`src/verilog/cache_op_pkg.sv`:
```
package cache_op_pkg;

    // kind of operation held in stage 0
    typedef enum logic [1:0] {
        op_read,
        op_write,
        op_fill,
        op_replay
    } bank_op_e;

    typedef enum logic [1:0] {
        miss_idle,
        miss_wait_fill,
        miss_replay
    } miss_state_e;

    // memory request queue sizing
    localparam int MREQ_DEPTH      = 4;
    localparam int PIPELINE_STAGES = 2;
    // leaves room for the requests still in the pipe
    localparam int MREQ_ALM_FULL   = MREQ_DEPTH - PIPELINE_STAGES;

endpackage

```
`src/verilog/cache_geom_pkg.sv`:
```
package cache_geom_pkg;

    // bank capacity and line layout, all in bytes
    localparam int CACHE_SIZE = 256;
    localparam int LINE_SIZE  = 16;
    localparam int WORD_SIZE  = 4;

    localparam int NUM_LINES      = CACHE_SIZE / LINE_SIZE;
    localparam int WORDS_PER_LINE = LINE_SIZE / WORD_SIZE;

    // line address splits into stored tag (high) and line index (low)
    localparam int LINE_ADDR_WIDTH = 12;
    localparam int LINE_SEL_BITS   = $clog2(NUM_LINES);
    localparam int TAG_SEL_BITS    = LINE_ADDR_WIDTH - LINE_SEL_BITS;
    localparam int WORD_SEL_BITS   = $clog2(WORDS_PER_LINE);
    localparam int REQ_TAG_WIDTH   = 6;

    typedef logic [LINE_ADDR_WIDTH-1:0] line_addr_t;
    typedef logic [LINE_SEL_BITS-1:0]   line_idx_t;
    typedef logic [TAG_SEL_BITS-1:0]    line_tag_t;
    typedef logic [WORD_SEL_BITS-1:0]   word_sel_t;
    typedef logic [8*WORD_SIZE-1:0]     word_t;
    typedef logic [WORD_SIZE-1:0]       word_byteen_t;
    typedef logic [8*LINE_SIZE-1:0]     line_t;
    typedef logic [LINE_SIZE-1:0]       line_byteen_t;
    typedef logic [REQ_TAG_WIDTH-1:0]   req_tag_t;

endpackage
```
`src/verilog/bank_ifs.sv`:
```
`timescale 1ns/10ps

// stage-0 register contents, advances every cycle
interface st0_if;
    import cache_geom_pkg::*;
    import cache_op_pkg::*;

    logic         valid;
    bank_op_e     op;
    line_addr_t   addr;
    word_sel_t    wsel;
    word_byteen_t byteen;
    // write word sits in the low word, a fill uses the whole line
    line_t        wdata;
    req_tag_t     tag;

    modport arb  (output valid, op, addr, wsel, byteen, wdata, tag);
    modport sink (input  valid, op, addr, wsel, byteen, wdata, tag);
endinterface

// push side of the memory request queue
interface mreq_if;
    import cache_geom_pkg::*;

    logic         push;
    logic         rw;
    line_addr_t   addr;
    line_t        data;
    line_byteen_t byteen;
    logic         alm_full;

    modport src   (output push, rw, addr, data, byteen, input alm_full);
    modport queue (input  push, rw, addr, data, byteen, output alm_full);
endinterface

```
`src/verilog/cache_bank.sv`:
```
`timescale 1ns/10ps

module cache_bank (
    input  logic                         clk,
    input  logic                         arst_n,
    input  logic                         core_req_valid,
    input  logic                         core_req_rw,
    input  cache_geom_pkg::line_addr_t   core_req_addr,
    input  cache_geom_pkg::word_sel_t    core_req_wsel,
    input  cache_geom_pkg::word_byteen_t core_req_byteen,
    input  cache_geom_pkg::word_t        core_req_data,
    input  cache_geom_pkg::req_tag_t     core_req_tag,
    output logic                         core_req_ready,
    output logic                         core_rsp_valid,
    output cache_geom_pkg::word_t        core_rsp_data,
    output cache_geom_pkg::req_tag_t     core_rsp_tag,
    output logic                         mem_req_valid,
    output logic                         mem_req_rw,
    output cache_geom_pkg::line_addr_t   mem_req_addr,
    output cache_geom_pkg::line_t        mem_req_data,
    output cache_geom_pkg::line_byteen_t mem_req_byteen,
    input  logic                         mem_req_ready,
    input  logic                         mem_rsp_valid,
    input  cache_geom_pkg::line_t        mem_rsp_data,
    output logic                         mem_rsp_ready
);
    import cache_geom_pkg::*;

    logic       replay_valid;
    line_addr_t replay_addr;
    word_sel_t  replay_wsel;
    req_tag_t   replay_tag;
    logic       miss_busy;
    logic       miss_alloc;
    logic       hit;
    word_sel_t  rsp_wsel;

    st0_if  st0 ();
    mreq_if mreq ();

    bank_input_arb input_arb (
        .clk             (clk),
        .arst_n          (arst_n),
        .core_req_valid  (core_req_valid),
        .core_req_rw     (core_req_rw),
        .core_req_addr   (core_req_addr),
        .core_req_wsel   (core_req_wsel),
        .core_req_byteen (core_req_byteen),
        .core_req_data   (core_req_data),
        .core_req_tag    (core_req_tag),
        .core_req_ready  (core_req_ready),
        .mem_rsp_valid   (mem_rsp_valid),
        .mem_rsp_ready   (mem_rsp_ready),
        .mem_rsp_data    (mem_rsp_data),
        .replay_valid    (replay_valid),
        .replay_addr     (replay_addr),
        .replay_wsel     (replay_wsel),
        .replay_tag      (replay_tag),
        .miss_busy       (miss_busy),
        .mreq_alm_full   (mreq.alm_full),
        .st0             (st0)
    );

    bank_lookup lookup (
        .clk            (clk),
        .arst_n         (arst_n),
        .st0            (st0),
        .mreq           (mreq),
        .hit            (hit),
        .miss_alloc     (miss_alloc),
        .core_rsp_valid (core_rsp_valid),
        .core_rsp_tag   (core_rsp_tag),
        .rsp_wsel       (rsp_wsel)
    );

    bank_data_store data_store (
        .clk           (clk),
        .st0           (st0),
        .hit           (hit),
        .rsp_wsel      (rsp_wsel),
        .core_rsp_data (core_rsp_data)
    );

    miss_holder miss (
        .clk           (clk),
        .arst_n        (arst_n),
        .st0           (st0),
        .miss_alloc    (miss_alloc),
        .mem_rsp_valid (mem_rsp_valid),
        .mem_rsp_ready (mem_rsp_ready),
        .miss_busy     (miss_busy),
        .replay_valid  (replay_valid),
        .replay_addr   (replay_addr),
        .replay_wsel   (replay_wsel),
        .replay_tag    (replay_tag)
    );

    mem_req_queue mreq_queue (
        .clk            (clk),
        .arst_n         (arst_n),
        .mreq           (mreq),
        .mem_req_valid  (mem_req_valid),
        .mem_req_ready  (mem_req_ready),
        .mem_req_rw     (mem_req_rw),
        .mem_req_addr   (mem_req_addr),
        .mem_req_data   (mem_req_data),
        .mem_req_byteen (mem_req_byteen)
    );

endmodule

```
`src/verilog/mem_req_queue.sv`:
```
`timescale 1ns/10ps

module mem_req_queue (
    input  logic                         clk,
    input  logic                         arst_n,
    mreq_if.queue                        mreq,
    output logic                         mem_req_valid,
    input  logic                         mem_req_ready,
    output logic                         mem_req_rw,
    output cache_geom_pkg::line_addr_t   mem_req_addr,
    output cache_geom_pkg::line_t        mem_req_data,
    output cache_geom_pkg::line_byteen_t mem_req_byteen
);
    import cache_geom_pkg::*;
    import cache_op_pkg::*;

    logic                            rw_q     [MREQ_DEPTH];
    line_addr_t                      addr_q   [MREQ_DEPTH];
    line_t                           data_q   [MREQ_DEPTH];
    line_byteen_t                    byteen_q [MREQ_DEPTH];
    logic [$clog2(MREQ_DEPTH)-1:0]   wr_ptr;
    logic [$clog2(MREQ_DEPTH)-1:0]   rd_ptr;
    logic [$clog2(MREQ_DEPTH+1)-1:0] count;
    logic                            pop;

    assign pop = mem_req_valid & mem_req_ready;

    always_ff @(posedge clk or negedge arst_n) begin
        if (!arst_n) begin
            wr_ptr <= '0;
            rd_ptr <= '0;
            count  <= '0;
        end else begin
            if (mreq.push) begin
                wr_ptr <= wr_ptr + 1'b1;
            end
            if (pop) begin
                rd_ptr <= rd_ptr + 1'b1;
            end
            case ({mreq.push, pop})
                2'b10:   count <= count + 1'b1;
                2'b01:   count <= count - 1'b1;
                default: count <= count;
            endcase
        end
    end

    always_ff @(posedge clk) begin
        if (mreq.push) begin
            rw_q[wr_ptr]     <= mreq.rw;
            addr_q[wr_ptr]   <= mreq.addr;
            data_q[wr_ptr]   <= mreq.data;
            byteen_q[wr_ptr] <= mreq.byteen;
        end
    end

    // counts only entries already written, so a push shows a cycle later
    assign mreq.alm_full  = (count >= MREQ_ALM_FULL);
    assign mem_req_valid  = (count != '0);
    assign mem_req_rw     = rw_q[rd_ptr];
    assign mem_req_addr   = addr_q[rd_ptr];
    assign mem_req_data   = data_q[rd_ptr];
    assign mem_req_byteen = byteen_q[rd_ptr];

endmodule

```
`src/verilog/miss_holder.sv`:
```
`timescale 1ns/10ps

module miss_holder (
    input  logic                       clk,
    input  logic                       arst_n,
    st0_if.sink                        st0,
    input  logic                       miss_alloc,
    input  logic                       mem_rsp_valid,
    output logic                       mem_rsp_ready,
    output logic                       miss_busy,
    output logic                       replay_valid,
    output cache_geom_pkg::line_addr_t replay_addr,
    output cache_geom_pkg::word_sel_t  replay_wsel,
    output cache_geom_pkg::req_tag_t   replay_tag
);
    import cache_op_pkg::*;

    miss_state_e state_q;
    miss_state_e state_d;

    always_comb begin
        state_d = state_q;
        case (state_q)
            miss_idle: begin
                if (miss_alloc) begin
                    state_d = miss_wait_fill;
                end
            end
            // ready is high here, so valid alone means the fill was taken
            miss_wait_fill: begin
                if (mem_rsp_valid) begin
                    state_d = miss_replay;
                end
            end
            miss_replay: state_d = miss_idle;
            default:     state_d = miss_idle;
        endcase
    end

    always_ff @(posedge clk or negedge arst_n) begin
        if (!arst_n) begin
            state_q <= miss_idle;
        end else begin
            state_q <= state_d;
        end
    end

    // missed read, kept until its replay
    always_ff @(posedge clk) begin
        if (miss_alloc) begin
            replay_addr <= st0.addr;
            replay_wsel <= st0.wsel;
            replay_tag  <= st0.tag;
        end
    end

    assign mem_rsp_ready = (state_q == miss_wait_fill);
    assign replay_valid  = (state_q == miss_replay);
    assign miss_busy     = (state_q != miss_idle) || miss_alloc;

endmodule

```
`src/verilog/bank_data_store.sv`:
```
`timescale 1ns/10ps

module bank_data_store (
    input  logic                      clk,
    st0_if.sink                       st0,
    input  logic                      hit,
    input  cache_geom_pkg::word_sel_t rsp_wsel,
    output cache_geom_pkg::word_t     core_rsp_data
);
    import cache_geom_pkg::*;
    import cache_op_pkg::*;

    line_t     lines [NUM_LINES];
    line_t     merged;
    line_t     rd_line_q;
    line_idx_t idx;
    logic      do_fill;
    logic      do_write;

    assign idx      = st0.addr[LINE_SEL_BITS-1:0];
    assign do_fill  = st0.valid && (st0.op == op_fill);
    // write misses leave the array alone
    assign do_write = st0.valid && (st0.op == op_write) && hit;

    always_comb begin
        merged = lines[idx];
        for (int b = 0; b < WORD_SIZE; b++) begin
            if (st0.byteen[b]) begin
                merged[(st0.wsel*WORD_SIZE + b)*8 +: 8] = st0.wdata[b*8 +: 8];
            end
        end
    end

    always_ff @(posedge clk) begin
        if (do_fill) begin
            lines[idx] <= st0.wdata;
        end else if (do_write) begin
            lines[idx] <= merged;
        end
        rd_line_q <= lines[idx];
    end

    // word picked with the stage-1 word select
    assign core_rsp_data = rd_line_q[rsp_wsel*8*WORD_SIZE +: 8*WORD_SIZE];

endmodule

```
`src/verilog/bank_lookup.sv`:
```
`timescale 1ns/10ps

module bank_lookup (
    input  logic                      clk,
    input  logic                      arst_n,
    st0_if.sink                       st0,
    mreq_if.src                       mreq,
    output logic                      hit,
    output logic                      miss_alloc,
    output logic                      core_rsp_valid,
    output cache_geom_pkg::req_tag_t  core_rsp_tag,
    output cache_geom_pkg::word_sel_t rsp_wsel
);
    import cache_geom_pkg::*;
    import cache_op_pkg::*;

    logic [NUM_LINES-1:0] valid_q;
    line_tag_t            tags_q [NUM_LINES];
    line_idx_t            idx_st0;
    line_tag_t            tag_st0;
    logic                 do_fill;

    // stage-1 register
    logic         rsp_st1;
    logic         fill_req_st1;
    logic         wt_req_st1;
    line_addr_t   addr_st1;
    word_sel_t    wsel_st1;
    word_byteen_t byteen_st1;
    word_t        word_st1;
    req_tag_t     tag_st1;
    line_byteen_t wt_byteen;

    assign idx_st0 = st0.addr[LINE_SEL_BITS-1:0];
    assign tag_st0 = st0.addr[LINE_ADDR_WIDTH-1 -: TAG_SEL_BITS];
    assign do_fill = st0.valid && (st0.op == op_fill);

    assign hit        = valid_q[idx_st0] && (tags_q[idx_st0] == tag_st0);
    assign miss_alloc = st0.valid && (st0.op == op_read) && !hit;

    always_ff @(posedge clk or negedge arst_n) begin
        if (!arst_n) begin
            valid_q <= '0;
        end else if (do_fill) begin
            valid_q[idx_st0] <= 1'b1;
        end
    end

    always_ff @(posedge clk) begin
        if (do_fill) begin
            tags_q[idx_st0] <= tag_st0;
        end
    end

    always_ff @(posedge clk or negedge arst_n) begin
        if (!arst_n) begin
            rsp_st1      <= 1'b0;
            fill_req_st1 <= 1'b0;
            wt_req_st1   <= 1'b0;
        end else begin
            // replays land here after their fill, so they respond like hits
            rsp_st1      <= st0.valid && hit && (st0.op == op_read || st0.op == op_replay);
            fill_req_st1 <= miss_alloc;
            // write-through on hit and miss alike, no allocate
            wt_req_st1   <= st0.valid && (st0.op == op_write);
        end
    end

    always_ff @(posedge clk) begin
        addr_st1   <= st0.addr;
        wsel_st1   <= st0.wsel;
        byteen_st1 <= st0.byteen;
        word_st1   <= st0.wdata[8*WORD_SIZE-1:0];
        tag_st1    <= st0.tag;
    end

    // byte enables only in the selected word slot
    always_comb begin
        wt_byteen = '0;
        wt_byteen[wsel_st1*WORD_SIZE +: WORD_SIZE] = byteen_st1;
    end

    assign core_rsp_valid = rsp_st1;
    assign core_rsp_tag   = tag_st1;
    assign rsp_wsel       = wsel_st1;

    assign mreq.push   = fill_req_st1 | wt_req_st1;
    assign mreq.rw     = wt_req_st1;
    assign mreq.addr   = addr_st1;
    assign mreq.data   = {WORDS_PER_LINE{word_st1}};
    assign mreq.byteen = wt_req_st1 ? wt_byteen : '1;

endmodule

```
`src/verilog/bank_input_arb.sv`:
```
`timescale 1ns/10ps

module bank_input_arb (
    input  logic                         clk,
    input  logic                         arst_n,
    input  logic                         core_req_valid,
    input  logic                         core_req_rw,
    input  cache_geom_pkg::line_addr_t   core_req_addr,
    input  cache_geom_pkg::word_sel_t    core_req_wsel,
    input  cache_geom_pkg::word_byteen_t core_req_byteen,
    input  cache_geom_pkg::word_t        core_req_data,
    input  cache_geom_pkg::req_tag_t     core_req_tag,
    output logic                         core_req_ready,
    input  logic                         mem_rsp_valid,
    input  logic                         mem_rsp_ready,
    input  cache_geom_pkg::line_t        mem_rsp_data,
    input  logic                         replay_valid,
    input  cache_geom_pkg::line_addr_t   replay_addr,
    input  cache_geom_pkg::word_sel_t    replay_wsel,
    input  cache_geom_pkg::req_tag_t     replay_tag,
    input  logic                         miss_busy,
    input  logic                         mreq_alm_full,
    st0_if.arb                           st0
);
    import cache_geom_pkg::*;
    import cache_op_pkg::*;

    logic         fill_fire;
    logic         core_fire;
    logic         sel_valid;
    bank_op_e     sel_op;
    line_addr_t   sel_addr;
    word_sel_t    sel_wsel;
    word_byteen_t sel_byteen;
    line_t        sel_wdata;
    req_tag_t     sel_tag;

    // replay first, then fill, then the core
    assign fill_fire      = ~replay_valid & mem_rsp_valid & mem_rsp_ready;
    assign core_req_ready = ~replay_valid & ~fill_fire & ~miss_busy & ~mreq_alm_full;
    assign core_fire      = core_req_valid & core_req_ready;
    assign sel_valid      = replay_valid | fill_fire | core_fire;

    always_comb begin
        sel_op     = core_req_rw ? op_write : op_read;
        sel_addr   = core_req_addr;
        sel_wsel   = core_req_wsel;
        sel_byteen = core_req_byteen;
        sel_wdata  = line_t'(core_req_data);
        sel_tag    = core_req_tag;
        if (replay_valid) begin
            sel_op   = op_replay;
            sel_addr = replay_addr;
            sel_wsel = replay_wsel;
            sel_tag  = replay_tag;
        end else if (fill_fire) begin
            // fill line address comes from the held miss
            sel_op    = op_fill;
            sel_addr  = replay_addr;
            sel_wdata = mem_rsp_data;
        end
    end

    always_ff @(posedge clk or negedge arst_n) begin
        if (!arst_n) begin
            st0.valid <= 1'b0;
        end else begin
            st0.valid <= sel_valid;
        end
    end

    always_ff @(posedge clk) begin
        st0.op     <= sel_op;
        st0.addr   <= sel_addr;
        st0.wsel   <= sel_wsel;
        st0.byteen <= sel_byteen;
        st0.wdata  <= sel_wdata;
        st0.tag    <= sel_tag;
    end

endmodule

```
`config.mk`:
```
export PLATFORM = sky130hd
export DESIGN_NAME = cache_bank
export DESIGN_NICKNAME = d
export VERILOG_FILES = /design/src/verilog/cache_op_pkg.sv /design/src/verilog/cache_geom_pkg.sv /design/src/verilog/bank_ifs.sv /design/src/verilog/cache_bank.sv /design/src/verilog/mem_req_queue.sv /design/src/verilog/miss_holder.sv /design/src/verilog/bank_data_store.sv /design/src/verilog/bank_lookup.sv /design/src/verilog/bank_input_arb.sv
export SDC_FILE = /design/constraint.sdc
export NUM_CORES = 2
export LEC_CHECK = 0
export BUFFER_PORTS_ARGS = -buffer_cell sky130_fd_sc_hd__buf_4
export CAP_MARGIN = 20
export CELL_PAD_IN_SITES_DETAIL_PLACEMENT = 0
export CELL_PAD_IN_SITES_GLOBAL_PLACEMENT = 1
export CORE_MARGIN = 1.5
export CORE_UTILIZATION = 40
export CTS_CLUSTER_SIZE = 10
export DETAILED_ROUTE_END_ITERATION = 10
export GPL_TIMING_DRIVEN = 0
export PLACE_DENSITY_LB_ADDON = 0.1
export SETUP_SLACK_MARGIN = 0.5
export SLEW_MARGIN = 30
export SYNTH_ARGS = -nofsm -noshare
export SYNTH_HDL_FRONTEND = slang
export SYNTH_HIERARCHICAL = 1
export SYNTH_SLANG_ARGS = --single-unit
```
`constraint.sdc`:
```
create_clock -name clk -period 16.8 [get_ports clk]
set_clock_uncertainty 0.15 [all_clocks]
set_input_delay 0.84 -clock clk [delete_from_list [all_inputs] [get_ports clk]]
set_output_delay 0.84 -clock clk [all_outputs]
set_load 0.05 [all_outputs]
```
== After elaboration in Yosys (flattened, before gate mapping) ==
Memory sizes are Yosys's and may differ from the RTL's. A register that Yosys moved wholly into a read port is not among the register bits.
Cells that the tools add are included.

* Register bits: 387
* Memory bits (writable): 2804
* Bits of input ports: 190
* Output and inout port bits: 199
* Word-level logic and storage cells: 138
* Memories: 6

{| class="wikitable"
|+ Memories
! name !! depth !! width !! read ports !! clocked after memory_dff !! wr ports !! RTL line !! text
|-
| data_store.lines || 16 || 128 || 1 || 1 || 1 || bank_data_store.sv:13 || <nowiki>line_t lines [NUM_LINES];</nowiki>
|-
| mreq_queue.data_q || 4 || 128 || 1 || 0 || 1 || mem_req_queue.sv:19 || <nowiki>line_t data_q [MREQ_DEPTH];</nowiki>
|-
| lookup.tags_q || 16 || 8 || 1 || 1 || 1 || bank_lookup.sv:18 || <nowiki>line_tag_t tags_q [NUM_LINES];</nowiki>
|-
| mreq_queue.byteen_q || 4 || 16 || 1 || 0 || 1 || mem_req_queue.sv:20 || <nowiki>line_byteen_t byteen_q [MREQ_DEPTH];</nowiki>
|-
| mreq_queue.addr_q || 4 || 12 || 1 || 0 || 1 || mem_req_queue.sv:18 || <nowiki>line_addr_t addr_q [MREQ_DEPTH];</nowiki>
|-
| mreq_queue.rw_q || 4 || 1 || 1 || 0 || 1 || mem_req_queue.sv:17 || <nowiki>logic rw_q [MREQ_DEPTH];</nowiki>
|}

* Add/sub/neg operators: 12
* Magnitude comparators: 3
* Equality and inequality tests: 10
* Shifts and indexed selects: 11
* Multiplexer cells: 33
* Bitwise operators: 17
* Reduce and logical (&&, ||, !) cells: 20

{| class="wikitable"
|+ Operator list
! kind !! count
|-
| 2-to-1 mux 128 bit || 5
|-
| bitwise mux 128 bit || 4
|-
| variable shift 8 x 34 -> 128 bit (first input constant) || 4
|-
| variable part select 8 x 34 -> 128 bit || 4
|-
| variable part select 128 x 8 -> 32 bit || 1
|-
| negation 32 -> 34 bit || 3
|-
| 2-to-1 mux 32 bit || 2
|-
| negation 4 -> 34 bit || 1
|-
| negation 7 -> 34 bit || 1
|-
| variable shift 4 x 34 -> 16 bit (first input constant) || 1
|-
| variable part select 4 x 34 -> 16 bit || 1
|-
| 2-to-1 mux 12 bit || 2
|-
| AND 16 bit || 1
|-
| 2-to-1 mux 16 bit || 1
|-
| OR 16 bit || 1
|-
| 2-to-1 mux 1 bit || 11
|-
| adder 4 x 2 -> 5 bit (second input constant) || 2
|-
| logical AND 1 bit || 9
|-
| == test 2 bit (second input constant) || 4
|-
| == test 8 bit || 1
|-
| AND 1 bit || 7
|-
| == test 2 x 1 -> 1 bit (second input constant) || 3
|-
| 2-to-1 mux 2 bit || 3
|-
| 2-to-1 mux 6 bit || 1
|-
| other kinds (21) || 33
|}

== Logic depth before layout (Yosys ltp) ==
* Depth after elaboration: 11
* Gate-level depth with buffers: 16

== Cells and area by module ==
Netlist, hierarchy kept.

{| class="wikitable"
|+ By module, submodules not included
! module !! instances !! cells each !! area an instance (µm²) !! sequential area each (µm²)
|-
| bank_data_store || 1 || 4249 || 85046.6 || 64061.4
|-
| mem_req_queue || 1 || 858 || 23062.1 || 19033.3
|-
| bank_lookup || 1 || 517 || 8046.5 || 5440.2
|-
| bank_input_arb || 1 || 326 || 4578.1 || 3108.0
|-
| miss_holder || 1 || 29 || 695.7 || 650.6
|}

== Worst setup path after synthesis ==
Ideal clock, no wire load.

* Path kind: register -> register
* Start: register input_arb.st0.addr[1]
* End: memory data_store/lines[0][0] (netlist bit), enable pin
* Library setup time: 772 ps
* Data arrival time: 11272 ps
* Data required time: 15878 ps
* Path slack: 4606 ps
* Cell stages (with the launch flop): 14
* Buffers on the path: 2
* Period minus slack after synthesis: 12194 ps
* Cells stage by stage: dfxtp_1 -> buf_6 -> buf_12 -> mux4_2 -> mux2i_1 -> xor2_1 -> nand2_1 -> nor4_2 -> o211ai_2 -> inv_1 -> and3b_1 -> o21ai_0 -> or3_1 -> nor3_1

* Word-level cells in the longest chain between the ends: 8

{| class="wikitable"
|+ RTL lines
! what !! RTL line !! text
|-
| start: declaration || bank_ifs.sv:17 || <nowiki>modport arb (output valid, op, addr, wsel, byteen, wdata, tag);</nowiki>
|-
| start signal: assignment || bank_input_arb.sv:74 || <nowiki>st0.addr <= sel_addr;</nowiki>
|-
| binary-select mux 1 bit (select 4 bit) || bank_lookup.sv:38 || <nowiki>assign hit = valid_q[idx_st0] && (tags_q[idx_st0] == tag_st0);</nowiki>
|-
| 2-to-1 mux 1 bit (not written as such) || bank_lookup.sv:38 ||
|-
| logical AND 1 bit || bank_lookup.sv:38 ||
|-
| named net hit || cache_bank.sv:35 || <nowiki>logic hit;</nowiki>
|-
| logical AND 1 bit || bank_data_store.sv:23 || <nowiki>assign do_write = st0.valid && (st0.op == op_write) && hit;</nowiki>
|-
| 2-to-1 mux 1 bit || bank_data_store.sv:37 || <nowiki>end else if (do_write) begin</nowiki>
|-
| 2-to-1 mux 1 bit || bank_data_store.sv:35 || <nowiki>if (do_fill) begin</nowiki>
|-
| 2-to-1 mux 1 bit (not written as such) || bank_data_store.sv:38 || <nowiki>lines[idx] <= merged;</nowiki>
|-
| OR 1 bit (no line) || n/a ||
|-
| end: declaration || bank_data_store.sv:13 ||
|}

The timed path passes the listed nets, and every way through them passes these cells. The select of a mux whose other input is x is not followed.

== Worst setup path after layout ==
* Start: register input_arb.st0.addr[3]
* End: memory data_store/lines[9][47] (netlist bit), data pin

* Word-level cells in the longest chain between the ends: 8

{| class="wikitable"
|+ RTL lines
! what !! RTL line
|-
| binary-select mux 1 bit (select 4 bit) || bank_lookup.sv:38
|-
| 2-to-1 mux 1 bit (not written as such) || bank_lookup.sv:38
|-
| logical AND 1 bit || bank_lookup.sv:38
|-
| named net hit || cache_bank.sv:35
|-
| logical AND 1 bit || bank_data_store.sv:23
|-
| 2-to-1 mux 1 bit || bank_data_store.sv:37
|-
| 2-to-1 mux 1 bit || bank_data_store.sv:35
|-
| 2-to-1 mux 1 bit (not written as such) || bank_data_store.sv:38
|-
| 2-to-1 mux 128 bit (no line) || n/a
|}

The timed path passes the listed nets, and every way through them passes these cells. The select of a mux whose other input is x is not followed.

==> metrics.txt <==
Worst-Skew Late Latency=0.93 ns; mapped cell area=121000 sq um; Final #Nets=7386; Setup CP Type=flop to flop; chip width=554 um; mean routed wirelength per cell=32.4 um; critical path startpoint category=flop; Max-Cap Viols=0; arrival time at the worst endpoint=7.76 ns; DRT antenna net count=0; CP endpoint kind=flop; CTS buffer count=367; post-synthesis average cell area=20.3 sq um; GRT Overall Usage=0.241; R2R setup slack=9.50 ns; die height=554 um; status=complete, no violations; CTS Buffer Depth=4; setup TNS=0 ns; relative slew slack=0.280; Peak VDD IR=0.0822 mV; Pwr per Cell Area=156 nW/um^2; die area=307000 sq um; FF+latch count, synth=3191; Least-Margin Pin Slew=1.08 ns; dpl cells=10600; share of cells above drive strength 1=0.320; CP required=17.26 ns; clk sinks=3191; EDFF count, synth=2824; worst slack at placement=9.37 ns; starting density of the core=0.401; fin area=148000 sq um; grt total ovfl=0; Via Count=64500; via/cell ratio=5.62; DRC Markers=0; fin crit share=0.435; Post-CTS Setup Bufs=0; initial antenna violation count=44; # port buffers=388; Mapped Cells=5979; static leakage=48.9 nW; final cell count without fillers=11500; post-cts resize count=0; clock period minus worst slack=7.30 ns; # IOs=389; detailed-router iteration count before antenna repair=6; Final Wtd Congestion=0.799; core area=303000 sq um; worst hold path type=primary input to flop; post-synth net total=6187; RSZ-0062 raised after global routing=false; largest net degree at the start of global routing=38; achievable frequency=0.137 GHz; Root Driver=clkbuf_16; number of global-route vias before repair=65100; fin. max-slew vios=0; maximum fanout along the worst path=16; Post-DP HPWL=259000 um; CTS tree=done; Reg clk slew, reported paths=0.05 ns; Area after DPL=135000 sq um; row count=202; H-Tree Depth=5; Layout area overhead=21.8%; total wire length=372000 um; Main synth FF type=edfxtp_1; DR iter-0 viols=6514; final hold violation count=0; number of distinct library cells after synthesis=65; Final WS setup=9.50 ns; setup violators final=0; register area share after synthesis=0.760; Synth async-reset ratio=0.00909; Synth Warn #=6; first-pass GRT wire length=517000 um
layer usage:
| layer | routed length, um | up-vias | global-route usage |
|---|---|---|---|
| met3 | 26500 | 499 | 0.0439 |
| met4 | 11300 | 6 | 0.0715 |
| li1 | - | 26700 | - |
| met5 | 35 | - | 0 |
| met1 | 159000 | 34600 | 0.339 |
| met2 | 175000 | 2595 | 0.382 |
timing repair:
item                       4_1_cts  5_1_grt
setup endpoints to repair        0        0
hold buffers                   174        0
hold endpoints to repair       171        0
kinds of logic (layout without fill, tap and decap cells):
group,Yosys count,in the layout,synth area share
xor gates and xnor gates,18,18,0.00130
other,0,14,0
and+or+nand+nor,794,794,0.0295
buffers and inverters,407,1915,0.0198
AOI/OAI and AO/OA,482,482,0.0267
muxes,1069,1069,0.161
DFF,3191,3191,0.760
adders and majority gates,18,18,0.00192
placed cells by master, fill, tap and decap left out, types with 11 or more instances in the layout:
| cell | count |
|---|---|
| and2_1 | 99 |
| clkbuf_2 | 37 |
| xor2_1 | 14 |
| buf_1 | 24 |
| diode_2 | 14 |
| mux4_2 | 671 |
| dfxtp_2 | 15 |
| nand4b_1 | 16 |
| a22oi_1 | 31 |
| dfrtp_1 | 29 |
| buf_12 | 14 |
| dlygate4sd3_1 | 174 |
| o21ai_0 | 11 |
| o21a_1 | 24 |
| nand2_1 | 338 |
| a31oi_1 | 29 |
| ha_1 | 17 |
| nor2_2 | 14 |
| dfxtp_1 | 323 |
| clkbuf_8 | 19 |
| nor2_1 | 217 |
| a31oi_2 | 89 |
| buf_4 | 612 |
| mux2_2 | 113 |
| a221oi_1 | 86 |
| a221o_1 | 24 |
| buf_16 | 133 |
| mux2i_1 | 246 |
| inv_1 | 19 |
| buf_6 | 43 |
| mux2_4 | 31 |
| or2_2 | 34 |
| edfxtp_1 | 2824 |
| nor2_4 | 12 |
| clkbuf_16 | 375 |
| clkbuf_1 | 317 |
| buf_2 | 112 |
| a21oi_1 | 142 |
where the power goes:
part / switching, mW / total (mW) / internal, mW
Clock: 3.08 / 7.35 / 4.27
Combinational: 3.90 / 6.02 / 2.12
Sequential: 0.385 / 9.74 / 9.35
Total: 7.36 / 23.1 / 15.7
per-stage QoR:
step	utilization	hold WS (ns)	total power [mW]
2_1_floorplan	-	0.177	13.5
3_3_place_gp	0.427	0.181	15.8
3_5_place_dp	0.446	0.188	15.9
4_1_cts	0.488	0.00332	23.3
5_1_grt	0.489	0.0166	23.9
6_report	0.489	0.0728	23.1
flip-flops by register name, summed over array words and instances, names as in the netlist, 6 cells and up:
register              count
data_store/lines       2048
data_store/rd_line_q    128
input_arb/st0.addr       12
input_arb/st0.tag         6
input_arb/st0.wdata     128
lookup/core_rsp_tag       6
lookup/mreq.addr         12
lookup/tags_q           128
lookup/valid_q           16
lookup/word_st1          32
miss/replay_addr         12
miss/replay_tag           6
mreq_queue/addr_q        48
mreq_queue/byteen_q      64
mreq_queue/data_q       512
path summary, 6_finish.rpt:
check / from / endpoint / depth (start not counted)
max in group asynchronous: arst_n / lookup/valid_q[3] / 2
worst min-delay path: mem_rsp_data[103] / input_arb/st0.wdata[103] / 2
worst max-delay path: input_arb/st0.addr[3] / data_store/lines[9][47] / 14
worst min register to register: input_arb/st0.tag[3] / lookup/core_rsp_tag[3] / 0
min in group asynchronous: arst_n / lookup/valid_q[4] / 2
worst max register to register: input_arb/st0.addr[3] / data_store/lines[9][47] / 14
critical path, cell delays in order, from the launching register on:
cell	delay [ns]
dfxtp_1	0.75
buf_1	0.66
mux4_1	0.41
mux2i_1	0.18
xor2_1	0.17
nand2_1	0.11
nor4_1	0.49
o211ai_2	0.35
inv_1	0.19
and4b_1	0.20
clkbuf_1	0.74
clkbuf_1	0.80
clkbuf_1	0.58
nor2_1	0.39
a31oi_2	0.75
cells in the mapped netlist, types with 4 or more instances:
master,n,share of area
o21a_1,24,0.0015
o22ai_1,5,0.00026
mux4_1,8,0.0017
a221oi_1,86,0.0062
dfxtp_1,338,0.056
nand4b_1,16,0.0012
xnor2_1,4,0.00029
a31oi_1,118,0.0061
dfrtp_1,29,0.0060
a21oi_1,150,0.0062
buf_6,35,0.0032
nor3_1,7,0.00029
nand3_1,5,0.00021
nor3b_1,6,0.00037
nor2_1,243,0.0075
ha_1,17,0.0018
mux2_4,31,0.0038
buf_1,28,0.00087
mux4_2,671,0.12
mux2_2,113,0.010
xor2_1,14,0.0010
buf_2,106,0.0044
a22oi_1,31,0.0019
and2_1,103,0.0053
nand2b_1,9,0.00046
or2_2,34,0.0018
a32oi_1,8,0.00058
a221o_1,24,0.0020
o21ai_0,19,0.00078
edfxtp_1,2824,0.70
or3_1,7,0.00036
inv_1,19,0.00059
nand2_1,338,0.010
clkbuf_2,9,0.00037
nor2b_1,7,0.00036
buf_4,121,0.0075
mux2i_1,246,0.020
clkbuf_1,88,0.0027
final cells by class:
class	count	area (sq um)
Multi-Input combinational cell	2381	27600
Tap cell	3978	4980
Clock inverter	27	332
Buffer	388	2370
Fill cell	24900	155000
Timing Repair Buffer	830	9580
Inverter	19	71.3
Clock buffer	651	10600
Antenna cell	14	35.0
Sequential cell	3191	92300
Note: power is estimated with default switching activity, not from simulation.
